===== config.mk =====
export PLATFORM = sky130hd
export DESIGN_NAME = div_apb_top
export DESIGN_NICKNAME = d
export VERILOG_FILES = /design/src/div_pkg.sv /design/src/div_apb_regs.sv /design/src/div_apb_top.sv /design/src/fixed_point_divider.sv /design/src/nonrestoring_divider.sv
export SDC_FILE = /design/constraint.sdc
export NUM_CORES = 1
export LEC_CHECK = 0
export BUFFER_PORTS_ARGS = -buffer_cell sky130_fd_sc_hd__buf_2
export CORE_UTILIZATION = 50
export DETAILED_ROUTE_END_ITERATION = 8
export PLACE_DENSITY = 0.7
export SLEW_MARGIN = 40
export SYNTH_ARGS = -nofsm -noshare
export SYNTH_HDL_FRONTEND = slang
export SYNTH_HIERARCHICAL = 1
export SYNTH_SLANG_ARGS = --single-unit

===== constraint.sdc =====
create_clock -name clock -period 6.5 [get_ports clock]
set_clock_uncertainty 0.2 [all_clocks]
set_input_delay 1.625 -clock clock [delete_from_list [all_inputs] [get_ports clock]]
set_output_delay 1.625 -clock clock [all_outputs]
set_load 0.02 [all_outputs]

===== src/div_pkg.sv =====
package div_pkg;

    // operands and results are signed fixed point with FRAC_BITS fractional bits.
    localparam int DATA_WIDTH = 32;
    localparam int FRAC_BITS = 10;

    // the core divides the pre-scaled dividend magnitude, so it is wider.
    localparam int CORE_WIDTH = DATA_WIDTH + FRAC_BITS;
    localparam int CORE_COUNT_WIDTH = $clog2(CORE_WIDTH + 1);

    localparam int APB_ADDR_WIDTH = 5;

    // register map, byte addresses.
    localparam logic [APB_ADDR_WIDTH-1:0] ADDR_DIVIDEND = 5'h00;
    localparam logic [APB_ADDR_WIDTH-1:0] ADDR_DIVISOR = 5'h04;
    localparam logic [APB_ADDR_WIDTH-1:0] ADDR_CTRL = 5'h08;
    localparam logic [APB_ADDR_WIDTH-1:0] ADDR_STATUS = 5'h0C;
    localparam logic [APB_ADDR_WIDTH-1:0] ADDR_QUOTIENT = 5'h10;
    localparam logic [APB_ADDR_WIDTH-1:0] ADDR_REMAINDER = 5'h14;

    // bit positions inside the status register.
    localparam int STATUS_BUSY = 0;
    localparam int STATUS_DONE = 1;
    localparam int STATUS_DIV_ZERO = 2;
    localparam int STATUS_OVERFLOW = 3;

endpackage


===== src/div_apb_regs.sv =====
`timescale 1ns/1ps

module div_apb_regs
    import div_pkg::*;
(
    input  logic                         clock,
    input  logic                         reset,
    input  logic                         psel,
    input  logic                         penable,
    input  logic                         pwrite,
    input  logic [APB_ADDR_WIDTH-1:0]    paddr,
    input  logic [DATA_WIDTH-1:0]        pwdata,
    output logic [DATA_WIDTH-1:0]        prdata,
    output logic                         pslverr,
    output logic                         start,
    output logic signed [DATA_WIDTH-1:0] dividend,
    output logic signed [DATA_WIDTH-1:0] divisor,
    input  logic                         done,
    input  logic signed [DATA_WIDTH-1:0] quotient,
    input  logic signed [DATA_WIDTH-1:0] remainder,
    input  logic                         div_zero,
    input  logic                         overflow
);

    logic                  busy;
    logic                  done_flag;
    logic                  div_zero_flag;
    logic                  overflow_flag;
    logic                  access;
    logic                  write_access;
    logic                  addr_known;
    logic                  operand_addr;
    logic                  write_blocked;
    logic [DATA_WIDTH-1:0] status;

    // every transfer completes in its access phase.
    assign access = psel && penable;
    assign write_access = access && pwrite;

    always_comb begin
        case (paddr)
            ADDR_DIVIDEND, ADDR_DIVISOR, ADDR_CTRL,
            ADDR_STATUS, ADDR_QUOTIENT, ADDR_REMAINDER: begin
                addr_known = 1'b1;
            end
            default: begin
                addr_known = 1'b0;
            end
        endcase
    end

    assign operand_addr = (paddr == ADDR_DIVIDEND) || (paddr == ADDR_DIVISOR) ||
                          (paddr == ADDR_CTRL);
    assign write_blocked = write_access && busy && operand_addr;
    assign pslverr = access && (!addr_known || write_blocked);

    always_ff @(posedge clock or posedge reset) begin
        if (reset) begin
            dividend <= '0;
            divisor <= '0;
            start <= 1'b0;
            busy <= 1'b0;
            done_flag <= 1'b0;
            div_zero_flag <= 1'b0;
            overflow_flag <= 1'b0;
        end else begin
            start <= 1'b0;
            if (write_access && !busy) begin
                case (paddr)
                    ADDR_DIVIDEND: begin
                        dividend <= pwdata;
                    end
                    ADDR_DIVISOR: begin
                        divisor <= pwdata;
                    end
                    ADDR_CTRL: begin
                        if (pwdata[0]) begin
                            start <= 1'b1;
                            busy <= 1'b1;
                            done_flag <= 1'b0;
                            div_zero_flag <= 1'b0;
                            overflow_flag <= 1'b0;
                        end
                    end
                    default: begin
                    end
                endcase
            end
            // done only arrives while busy, so it never meets a ctrl write.
            if (done) begin
                busy <= 1'b0;
                done_flag <= 1'b1;
                div_zero_flag <= div_zero;
                overflow_flag <= overflow;
            end
        end
    end

    always_comb begin
        status = '0;
        status[STATUS_BUSY] = busy;
        status[STATUS_DONE] = done_flag;
        status[STATUS_DIV_ZERO] = div_zero_flag;
        status[STATUS_OVERFLOW] = overflow_flag;
    end

    // ctrl reads back as zero, the start bit is self clearing.
    always_comb begin
        case (paddr)
            ADDR_DIVIDEND:  prdata = dividend;
            ADDR_DIVISOR:   prdata = divisor;
            ADDR_STATUS:    prdata = status;
            ADDR_QUOTIENT:  prdata = quotient;
            ADDR_REMAINDER: prdata = remainder;
            default:        prdata = '0;
        endcase
    end

endmodule


===== src/div_apb_top.sv =====
`timescale 1ns/1ps

module div_apb_top
    import div_pkg::*;
(
    input  logic                      clock,
    input  logic                      reset,
    input  logic                      psel,
    input  logic                      penable,
    input  logic                      pwrite,
    input  logic [APB_ADDR_WIDTH-1:0] paddr,
    input  logic [DATA_WIDTH-1:0]     pwdata,
    output logic [DATA_WIDTH-1:0]     prdata,
    output logic                      pslverr
);

    logic                         start;
    logic                         done;
    logic signed [DATA_WIDTH-1:0] dividend;
    logic signed [DATA_WIDTH-1:0] divisor;
    logic signed [DATA_WIDTH-1:0] quotient;
    logic signed [DATA_WIDTH-1:0] remainder;
    logic                         div_zero;
    logic                         overflow;

    div_apb_regs regs (
        .clock     (clock),
        .reset     (reset),
        .psel      (psel),
        .penable   (penable),
        .pwrite    (pwrite),
        .paddr     (paddr),
        .pwdata    (pwdata),
        .prdata    (prdata),
        .pslverr   (pslverr),
        .start     (start),
        .dividend  (dividend),
        .divisor   (divisor),
        .done      (done),
        .quotient  (quotient),
        .remainder (remainder),
        .div_zero  (div_zero),
        .overflow  (overflow)
    );

    fixed_point_divider divider (
        .clock     (clock),
        .reset     (reset),
        .start     (start),
        .dividend  (dividend),
        .divisor   (divisor),
        .done      (done),
        .quotient  (quotient),
        .remainder (remainder),
        .div_zero  (div_zero),
        .overflow  (overflow)
    );

endmodule


===== src/fixed_point_divider.sv =====
`timescale 1ns/1ps

module fixed_point_divider
    import div_pkg::*;
(
    input  logic                         clock,
    input  logic                         reset,
    input  logic                         start,
    input  logic signed [DATA_WIDTH-1:0] dividend,
    input  logic signed [DATA_WIDTH-1:0] divisor,
    output logic                         done,
    output logic signed [DATA_WIDTH-1:0] quotient,
    output logic signed [DATA_WIDTH-1:0] remainder,
    output logic                         div_zero,
    output logic                         overflow
);

    logic                         running;
    logic                         accept;
    logic                         core_start;
    logic                         core_done;
    logic [DATA_WIDTH-1:0]        dividend_abs;
    logic [DATA_WIDTH-1:0]        divisor_abs;
    logic [CORE_WIDTH-1:0]        dividend_mag;
    logic [DATA_WIDTH-1:0]        divisor_mag;
    logic [CORE_WIDTH-1:0]        quotient_mag;
    logic [DATA_WIDTH-1:0]        remainder_mag;
    logic                         neg_quot;
    logic                         neg_rem;
    logic                         quot_over;
    logic signed [DATA_WIDTH-1:0] quotient_c;
    logic signed [DATA_WIDTH-1:0] remainder_c;

    assign accept = start && !running;

    // the most negative operand still has a representable magnitude when unsigned.
    assign dividend_abs = dividend[DATA_WIDTH-1] ? -dividend : dividend;
    assign divisor_abs = divisor[DATA_WIDTH-1] ? -divisor : divisor;

    // a negative quotient may reach one step further than a positive one.
    assign quot_over = neg_quot ?
        (|quotient_mag[CORE_WIDTH-1:DATA_WIDTH] ||
         (quotient_mag[DATA_WIDTH-1] && |quotient_mag[DATA_WIDTH-2:0])) :
        |quotient_mag[CORE_WIDTH-1:DATA_WIDTH-1];

    always_comb begin
        if (quot_over) begin
            quotient_c = neg_quot ? {1'b1, {(DATA_WIDTH-1){1'b0}}}
                                  : {1'b0, {(DATA_WIDTH-1){1'b1}}};
        end else if (neg_quot) begin
            quotient_c = -quotient_mag[DATA_WIDTH-1:0];
        end else begin
            quotient_c = quotient_mag[DATA_WIDTH-1:0];
        end
        remainder_c = neg_rem ? -remainder_mag : remainder_mag;
    end

    always_ff @(posedge clock or posedge reset) begin
        if (reset) begin
            running <= 1'b0;
            core_start <= 1'b0;
            done <= 1'b0;
            quotient <= '0;
            remainder <= '0;
            div_zero <= 1'b0;
            overflow <= 1'b0;
        end else begin
            core_start <= 1'b0;
            done <= 1'b0;
            if (accept) begin
                if (divisor == '0) begin
                    // zero divisor finishes at once without the core.
                    quotient <= '0;
                    remainder <= '0;
                    div_zero <= 1'b1;
                    overflow <= 1'b0;
                    done <= 1'b1;
                end else begin
                    running <= 1'b1;
                    core_start <= 1'b1;
                end
            end else if (core_done) begin
                running <= 1'b0;
                done <= 1'b1;
                quotient <= quotient_c;
                remainder <= remainder_c;
                div_zero <= 1'b0;
                overflow <= quot_over;
            end
        end
    end

    always_ff @(posedge clock) begin
        if (accept) begin
            dividend_mag <= {dividend_abs, {FRAC_BITS{1'b0}}};
            divisor_mag <= divisor_abs;
            neg_quot <= dividend[DATA_WIDTH-1] ^ divisor[DATA_WIDTH-1];
            neg_rem <= dividend[DATA_WIDTH-1];
        end
    end

    nonrestoring_divider core (
        .clock         (clock),
        .reset         (reset),
        .core_start    (core_start),
        .dividend_mag  (dividend_mag),
        .divisor_mag   (divisor_mag),
        .core_done     (core_done),
        .quotient_mag  (quotient_mag),
        .remainder_mag (remainder_mag)
    );

endmodule


===== src/nonrestoring_divider.sv =====
`timescale 1ns/1ps

module nonrestoring_divider
    import div_pkg::*;
(
    input  logic                  clock,
    input  logic                  reset,
    input  logic                  core_start,
    input  logic [CORE_WIDTH-1:0] dividend_mag,
    input  logic [DATA_WIDTH-1:0] divisor_mag,
    output logic                  core_done,
    output logic [CORE_WIDTH-1:0] quotient_mag,
    output logic [DATA_WIDTH-1:0] remainder_mag
);

    typedef enum logic [1:0] {
        IDLE,
        ITERATE,
        FINISH
    } state_t;

    state_t state;
    state_t next_state;

    // upper DATA_WIDTH+1 bits hold the signed partial remainder, the lower
    // CORE_WIDTH bits start as the dividend and fill up with quotient bits.
    logic [DATA_WIDTH+CORE_WIDTH:0] aq;
    logic [DATA_WIDTH+CORE_WIDTH:0] aq_c;
    logic [DATA_WIDTH-1:0]          divisor_reg;
    logic [DATA_WIDTH-1:0]          divisor_reg_c;
    logic [CORE_COUNT_WIDTH-1:0]    count;
    logic [CORE_COUNT_WIDTH-1:0]    count_c;
    logic [DATA_WIDTH:0]            partial;

    always_ff @(posedge clock or posedge reset) begin
        if (reset) begin
            state <= IDLE;
            count <= '0;
        end else begin
            state <= next_state;
            count <= count_c;
        end
    end

    always_ff @(posedge clock) begin
        aq <= aq_c;
        divisor_reg <= divisor_reg_c;
    end

    always_comb begin
        next_state = state;
        aq_c = aq;
        divisor_reg_c = divisor_reg;
        count_c = count;
        partial = aq[DATA_WIDTH+CORE_WIDTH -: DATA_WIDTH+1];

        case (state)
            IDLE: begin
                if (core_start) begin
                    aq_c = {{(DATA_WIDTH+1){1'b0}}, dividend_mag};
                    divisor_reg_c = divisor_mag;
                    count_c = '0;
                    next_state = ITERATE;
                end
            end

            ITERATE: begin
                aq_c = aq << 1;
                partial = aq_c[DATA_WIDTH+CORE_WIDTH -: DATA_WIDTH+1];
                // the sign of the remainder before the shift picks add or subtract.
                if (aq[DATA_WIDTH+CORE_WIDTH]) begin
                    partial = partial + {1'b0, divisor_reg};
                end else begin
                    partial = partial - {1'b0, divisor_reg};
                end
                aq_c[0] = ~partial[DATA_WIDTH];

                if (count == CORE_COUNT_WIDTH'(CORE_WIDTH - 1)) begin
                    // a negative final remainder gets one restoring add.
                    if (partial[DATA_WIDTH]) begin
                        partial = partial + {1'b0, divisor_reg};
                    end
                    next_state = FINISH;
                end

                aq_c[DATA_WIDTH+CORE_WIDTH -: DATA_WIDTH+1] = partial;
                count_c = count + 1'b1;
            end

            FINISH: begin
                next_state = IDLE;
            end

            default: begin
                next_state = IDLE;
            end
        endcase
    end

    assign core_done = (state == FINISH);
    assign quotient_mag = aq[CORE_WIDTH-1:0];
    assign remainder_mag = aq[CORE_WIDTH +: DATA_WIDTH];

endmodule


Yosys cells after proc, flatten, opt, wreduce, memory -nomap -nowiden:

Index checks and enable logic that the tools add are counted.

* register bits: 319
* input port bits: 42
* output and inout bits: 33

* add/sub/neg operators: 8
* mux-type cells: 51
* equal/unequal tests: 12
* bitwise gates (word level): 2
* reductions and logical operators: 35

Operators by type and width (count)
* 32-bit 2-to-1 mux: 9
* 32-bit case mux with 5 select lines: 1
* 75-bit case mux with 2 select lines: 1
* 33-bit 2-to-1 mux: 4
* 32-bit negator: 4
* 75-bit 2-to-1 mux: 1
* 33-bit by 32-bit adder with 33-bit output: 2
* 31-bit 2-to-1 mux: 2
* 33-bit by 32-bit subtractor with 33-bit output: 1
* 32-bit logical NOT: 1
* 31-bit OR reduction: 1
* 1-bit 2-to-1 mux: 28
* 2-bit AND reduction: 7
* 6-bit case mux with 2 select lines: 1
* 11-bit OR reduction: 1
* 5-bit by 4-bit == test with 1-bit output (second input constant): 2
* 5-bit == test (second input constant): 2
* 2-bit nonzero test: 5
* 10-bit OR reduction: 1
* 1-bit logical AND: 8
* 6-bit by 1-bit adder with 6-bit output (second input constant): 1
* 6-bit == test (second input constant): 1
* 6-bit 2-to-1 mux: 1
* 2-bit != test (second input constant): 3
* 14 further kinds: 20

Depth between registers and ports, before layout:

Gate-level depths: netlist (run 1).

* depth in word-level cells: 7
* depth in mapped cells: 27
* depth with buffers taken out: 26

Modules after synthesis:

The synthesis (run 1) kept the hierarchy.

By module, submodules not included
* nonrestoring_divider: sequential area each 3413.3 µm², area an instance 9397.8 µm², cells each 1047, times used 1
* fixed_point_divider: sequential area each 3708.6 µm², area an instance 7313.3 µm², cells each 697, times used 1
* div_apb_regs: sequential area each 1726.7 µm², area an instance 3634.7 µm², cells each 288, times used 1

Worst setup path after synthesis (run 1):

No wires, ideal clock.

* kind: reg2reg
* start point: register divider.core.divisor_reg[3]
* end point: register divider.core.aq[72], data pin
* path buffers: 1
* setup time: 147 ps
* stages on the path, launching flop included: 24
* arrival time: 5732 ps
* required time: 6153 ps
* slack: 420 ps
* path through: edfxtp_1 -> or3_1 -> or3_1 -> nor4_1 -> a21oi_1 -> nor2_1 -> o21ai_0 -> xor2_1 -> ha_1 -> clkbuf_1 -> and3_1 -> nand4_1 -> o211ai_1 -> a31oi_1 -> o211ai_1 -> or3b_2 -> ha_1 -> o21ai_0 -> inv_1 -> a21oi_1 -> a21oi_1 -> or3_1 -> a211o_1 -> a21oi_1

* cells in the longest elaborated chain, start to end: 7

RTL lines
* from (decl): RTL line nonrestoring_divider.sv:29 `logic [DATA_WIDTH-1:0] divisor_reg;`
* from (signal assigned): RTL line nonrestoring_divider.sv:47 `divisor_reg <= divisor_reg_c;`
* 33-bit by 32-bit subtractor with 33-bit output / 33-bit by 32-bit adder with 33-bit output (equally long branches): RTL line nonrestoring_divider.sv:74, nonrestoring_divider.sv:72
* 33-bit 2-to-1 mux: RTL line nonrestoring_divider.sv:71 `if (aq[DATA_WIDTH+CORE_WIDTH]) begin`
* 33-bit 2-to-1 mux: RTL line nonrestoring_divider.sv:57 `case (state)`
* 33-bit by 32-bit adder with 33-bit output: RTL line nonrestoring_divider.sv:81 `partial = partial + {1'b0, divisor_reg};`
* 33-bit 2-to-1 mux: RTL line nonrestoring_divider.sv:80 `if (partial[DATA_WIDTH]) begin`
* 33-bit 2-to-1 mux (*): RTL line nonrestoring_divider.sv:78 `if (count == CORE_COUNT_WIDTH'(CORE_WIDTH - 1)) begin`
* 75-bit case mux with 2 select lines (*): RTL line nonrestoring_divider.sv:57
* to (signal assigned): RTL line nonrestoring_divider.sv:46 `aq <= aq_c;`
* to (decl): RTL line nonrestoring_divider.sv:27 `logic [DATA_WIDTH+CORE_WIDTH:0] aq;`

Mark *: on every way between the ends. The rest lies on a longest branch, timed or not. The select of a mux whose other input is x is not followed.
A chain may end at the register's enable or synchronous reset.

Worst setup path after layout (run 1):

Ends and elaborated chain as after synthesis.

==> impl_metrics.tcl, run 1 <==
set metrics [dict create \
    status "finished, final reports clean" \
    syn-cell-area_mm2 0.0203 \
    port_buffers 74 \
    fin_crit_sh 0.956 \
    mostFrequentLayoutCells "nand2_1, edfxtp_1, dfrtp_1, nor2_1, o21ai_0" \
    place_hpwl_um 44000 \
    hold_class "reg -> reg" \
    core_mm2 0.0399 \
    yosysWarnings 6 \
    synth_top_area_frac 0.255 \
    gp_congestion 0.966 \
    rows 73 \
    final_layout_size_suffix_gt1_frac 0.148 \
    max_freq_mhz 161 \
    num_antenna_cells 0 \
    die_x_um 204 \
    clockBufferDepth 3 \
    start_util 0.510 \
    yosys.area.top_type "edfxtp_1" \
    grt_max_degree 78 \
    ys_top_cells_by_area "edfxtp_1, dfrtp_1, nand2_1" \
    final_common_cell "nand2_1" \
    synth_top_flop_cell "edfxtp_1" \
    insertion_delay_ns 0.58 \
    clock-sinks 319 \
    crit_required_ns 6.70 \
    p_leak_nw 9.63 \
    period_minus_slack_ns 6.21 \
    nNetsFinal 2149 \
    die_h_um 204 \
    crit_path_top_delay_cell "edfxtp_1" \
    crit_type "reg -> reg" \
    ant_nets 0 \
    ys_seq_area_frac 0.435 \
    grt.overflow.total 0 \
    drt_iter0_markers 1675 \
    root_buffer "clkbuf_16" \
    dr.pass1.iters 5 \
    gr-usage-all-layers 0.283 \
    tightest_slew_ns 0.841 \
    drv_cap 0 \
    numCtsBuffers 37 \
    finalInstanceArea_mm2 0.0221 \
    pre_cts_ws_ns -0.0572 \
    async_flop_share 0.458 \
    grt_pass1_wl_um 89300 \
    dpl-instance-area_mm2 0.0207 \
    grt_pass1_vias 15200 \
    setup_viol 0 \
    wire_per_inst_um 22.6 \
    routed_wl_um 58400 \
    largest_register "divider/core/aq" \
    slew_viol_final 0 \
    tns_ns 0 \
    vias 16000 \
    endpoint_kind "flip-flop" \
    h-tree-depth 2 \
    ys_seq_elements 319 \
    hold_buffers 0 \
    route.detailed.drc 0 \
    largest_register_ff_count 75 \
    final_util 0.553 \
    die_area_mm2 0.0415 \
    relSlewSlack 0.437 \
    arrival_ns 6.42 \
    grt_antenna_before_repair 1 \
    crit_fanout 9 \
    num_io_pins 75 \
    worst_path_largest_cell_delay_ns 0.43 \
    power_w 0.00427 \
    ir_worst_vdd_v 0.000196 \
    synth_edf_count 173 \
    syn_avg_cell_area_um2 10.0 \
    clk_pin_slew_ns 0.06 \
    syn-instance-count 2032 \
    cp-start-kind "flip-flop" \
    p_per_area_mw_per_mm2 193 \
    hold_viol 0 \
    area_growth_pct 8.49 \
    synthDistinctLibCells 92 \
    setup_ws_ns 0.289 \
    vias_per_cell 6.18 \
    tritoncts "built" \
]
==> repair_timing <==
| action | in CTS | in global routing |
|---|---|---|
| resized for setup | 1 | 30 |
| setup buffers | 0 | 1 |
| pin swaps | 0 | 6 |
| setup endpoints to repair | 3 | 11 |
==> logic make-up after synthesis <==
group                    after synthesis  share of synthesized area
buffers and inverters                204                     0.0590
multiplexers                          99                     0.0582
other                                  1                   0.000184
flip-flops                           319                      0.435
AND/OR/NAND/NOR                      649                      0.153
adder cells (fa/ha/maj)               75                     0.0469
AO/OA/AOI/OAI                        490                      0.163
XOR/XNOR                             195                     0.0843
==> path summary, 6_finish.rpt <==
check / slack, ns / end / start / cells past startpoint
min in group asynchronous: 0.83 / divider/core/count[0] / reset / 2
setup reg to reg: 0.29 / divider/core/aq[72] / divider/core/divisor_reg[3] / 25
setup / recovery: 0.29 / divider/core/aq[72] / divider/core/divisor_reg[3] / 25
max in group asynchronous: 4.12 / divider/remainder[0] / reset / 3
hold / removal: 0.22 / divider/core/divisor_reg[22] / divider/divisor_mag[22] / 0
hold reg to reg: 0.22 / divider/core/divisor_reg[22] / divider/divisor_mag[22] / 0
==> report_power, final <==
group          internal [W]  switching (W)  total [W]
Clock               0.00118       0.000895    0.00208
Sequential          0.00212     0.00000172    0.00212
Combinational     0.0000202      0.0000499  0.0000701
Total               0.00332       0.000947    0.00427
==> cell usage after synthesis, drive strengths merged, types with 4 or more instances <==
library cell  count
a21boi            4
a221oi            6
or2              10
a22oi            57
xor2             95
edfxtp          173
and2              6
o21a              7
nand2b           15
a2111oi           4
a22o             27
and3             12
a21oi            88
o211ai            8
o31ai            39
buf             110
nand3            34
nor3             32
o41ai            13
nand3b            6
nor2            119
mux2i            34
a211o             8
mux2             65
nand2           305
nor2b             9
nand4            14
inv              45
o21bai            9
or4              27
o21ai           128
xnor2           100
a21o             36
clkbuf           47
or3              17
ha               73
dfrtp           146
a211oi           15
nor4             25
a31oi            18
==> critical path: cells and delay by family, from the launching register on <==
kind,cells,cell delay [ns]
flops,1,0.43
compound gates,14,2.57
simple gates,5,1.47
fa+ha+maj,2,0.68
buf+inv,2,0.35
xor+xnor,2,0.35
==> routing by layer <==
layer | share of wire | global-route usage
met3 | 0.083 | 0.0475
met5 | 0.00021 | 0
met2 | 0.45 | 0.434
met4 | 0.036 | 0.101
met1 | 0.44 | 0.401
==> through the flow <==
stage | std cells | hold slack, ns
final | 2586 | 0.218
after global routing | 2586 | 0.225
after CTS | 2585 | 0.218
after detailed placement | 2517 | 0.205
after global placement | 2516 | 0.206
after floorplan | 2041 | 0.200
==> final cells by class <==
cell class / instances / area (µm²)
clock inverter: 25 / 245
sequential: 319 / 8850
tap: 525 / 657
multi-input combinational: 1518 / 10500
timing repair buffer: 111 / 678
inverter: 45 / 169
clock buffer: 43 / 980
fill: 3500 / 17800
Power figures use the tool's default switching activity.
==> run 2: changes to the inputs <==
--- a/config.mk
+++ b/config.mk
@@ -8,7 +8,7 @@
 export BUFFER_PORTS_ARGS = -buffer_cell sky130_fd_sc_hd__buf_2
 export CORE_UTILIZATION = 50
 export DETAILED_ROUTE_END_ITERATION = 8
-export PLACE_DENSITY = 0.7
+export PLACE_DENSITY = 0.68
 export SLEW_MARGIN = 40
 export SYNTH_ARGS = -nofsm -noshare
 export SYNTH_HDL_FRONTEND = slang
==> constraint.sdc (replaced) <==
create_clock -name clock -period 8 [get_ports clock]
set_clock_uncertainty 0.2 [all_clocks]
set_input_delay 2 -clock clock [delete_from_list [all_inputs] [get_ports clock]]
set_output_delay 2 -clock clock [all_outputs]
set_load 0.02 [all_outputs]
==> run 2 against run 1 <==
Net effect:
- sequential share of layout area rose by 0.63 points
- setup slack improved by 0.70 ns
- final area fell by 1.5%
- critical endpoint is now divider/core/aq[66]
==> impl_metrics.tcl, run 2 (same netlist as run 1, synthesis figures left out) <==
set metrics [dict create \
    status "finished, final reports clean" \
    hold_class "reg -> reg" \
    largest_register "divider/core/aq" \
    crit_type "reg -> reg" \
    routed_wl_um 57000 \
    start_util 0.510 \
    final-seq-area_mm2 0.00885 \
    cp-start-kind "flip-flop" \
    insertion_delay_ns 0.55 \
    endpoint_kind "flip-flop" \
    setup_viol 0 \
    area_growth_pct 6.83 \
    p_leak_nw 9.49 \
    route.detailed.drc 0 \
    multi_input_area_mm2 0.0104 \
    tritoncts "built" \
    grt.overflow.total 0 \
    fin_crit_sh 0.876 \
    period_minus_slack_ns 7.01 \
    hold_viol 0 \
    setup_ws_ns 0.993 \
    power_w 0.00341 \
    max_freq_mhz 143 \
    crit_fanout 7 \
    ir_worst_vdd_v 0.000119 \
    wire_per_inst_um 22.2 \
    largest_register_ff_count 75 \
    core_mm2 0.0399 \
    arrival_ns 7.11 \
    tns_ns 0 \
    clock-sinks 319 \
    die_area_mm2 0.0415 \
    num_antenna_cells 0 \
    h-tree-depth 2 \
    rows 73 \
    drt_iter0_markers 1471 \
    die_h_um 204 \
    die_x_um 204 \
    drv_cap 0 \
    tightest_slew_ns 0.792 \
    crit_required_ns 8.10 \
    port_buffers 74 \
    grt_antenna_before_repair 1 \
    vias 15600 \
    grt_pass1_wl_um 86500 \
    ant_nets 0 \
    numCtsBuffers 36 \
    relSlewSlack 0.468 \
    final_layout_size_suffix_gt1_frac 0.128 \
    final_common_cell "nand2_1" \
    post_cts_resized 0 \
    nNetsFinal 2130 \
    vias_per_cell 6.08 \
    clk_pin_slew_ns 0.06 \
    grt_max_degree 83 \
    hold_slack_ns 0.214 \
    hold_buffers 0 \
    gp_congestion 1.03 \
    post-cts-setup-buffers 0 \
    pre_cts_ws_ns 1.24 \
    root_buffer "clkbuf_16" \
    gr-usage-all-layers 0.274 \
    p_per_area_mw_per_mm2 157 \
    num_io_pins 75 \
    rsz0062_at_grt "no" \
    place_hpwl_um 42700 \
    mostFrequentLayoutCells "nand2_1, edfxtp_1, dfrtp_1, nor2_1, o21ai_0" \
    fillers 3478 \
    clockBufferDepth 3 \
    slew_viol_final 0 \
    grt_pass1_vias 14400 \
    dr.pass1.iters 6 \
]
[run 2: changes by cell type in the layout (fill, tap and decap cells not counted), sizes merged]
cell / previous run / this run
clkinvlp: 4 / 1
clkinv: 17 / 8
inv: 47 / 50
clkbuf: 44 / 50
buf: 110 / 93
bufinv: 2 / 1
[run 2: layout make-up]
cell class | instances | share of cell area
clock buffer | 50 | 0.0467
clock inverter | 15 | 0.00639
inverter | 45 | 0.00777
multi-input combinational | 1518 | 0.477
sequential | 319 | 0.407
tap | 525 | 0.0302
timing repair buffer | 93 | 0.0245
[run 2: path summary, 6_finish.rpt]
| check | slack [ns] | startpoint | endpoint | depth (start not counted) |
|---|---|---|---|---|
| setup / recovery | 0.99 | divider/core/divisor_reg[3] | divider/core/aq[66] | 22 |
| hold / removal | 0.21 | divider/divisor_mag[22] | divider/core/divisor_reg[22] | 0 |
| setup reg to reg | 0.99 | divider/core/divisor_reg[3] | divider/core/aq[66] | 22 |
| hold reg to reg | 0.21 | divider/divisor_mag[22] | divider/core/divisor_reg[22] | 0 |
| max in group asynchronous | 5.60 | reset | regs/dividend[31] | 3 |
| min in group asynchronous | 1.23 | reset | divider/core/state[0] | 2 |
[run 2: critical path: stages (launching register included)]
cell	delay, ns
edfxtp_1	0.44
or3_1	0.52
or3_1	0.37
nor4_1	0.25
buf_4	0.21
a21oi_1	0.08
xor2_1	0.16
ha_1	0.42
and4_1	0.33
a21boi_0	0.67
nor2_1	0.13
a31o_2	0.25
a21boi_0	0.24
mux2i_1	0.22
nand2_1	0.11
ha_1	0.39
a21o_1	0.19
a21oi_1	0.25
o21ai_0	0.22
a2111oi_0	0.64
nor3_1	0.12
o21a_1	0.20
o21a_1	0.16
[run 2: through the flow]
step                std cells  instance area, µm²  utilization
finish                   2565               21700        0.545
CTS                      2565               21700        0.544
global route             2565               21700        0.545
floorplan                2041               20400            -
global placement         2499               20500        0.515
detailed placement       2500               20600        0.515
[run 2: routing by layer]
metal | share of wire | track usage
met1 | 0.46 | 0.401
met3 | 0.079 | 0.0558
met4 | 0.027 | 0.0832
met5 | 0.00018 | 0
met2 | 0.44 | 0.408
[run 2: power breakdown]
group | total, W | switching [W] | internal, W
clock network | 0.00163 | 0.000695 | 0.000932
logic | 0.0000568 | 0.0000404 | 0.0000164
registers | 0.00172 | 0.00000157 | 0.00172
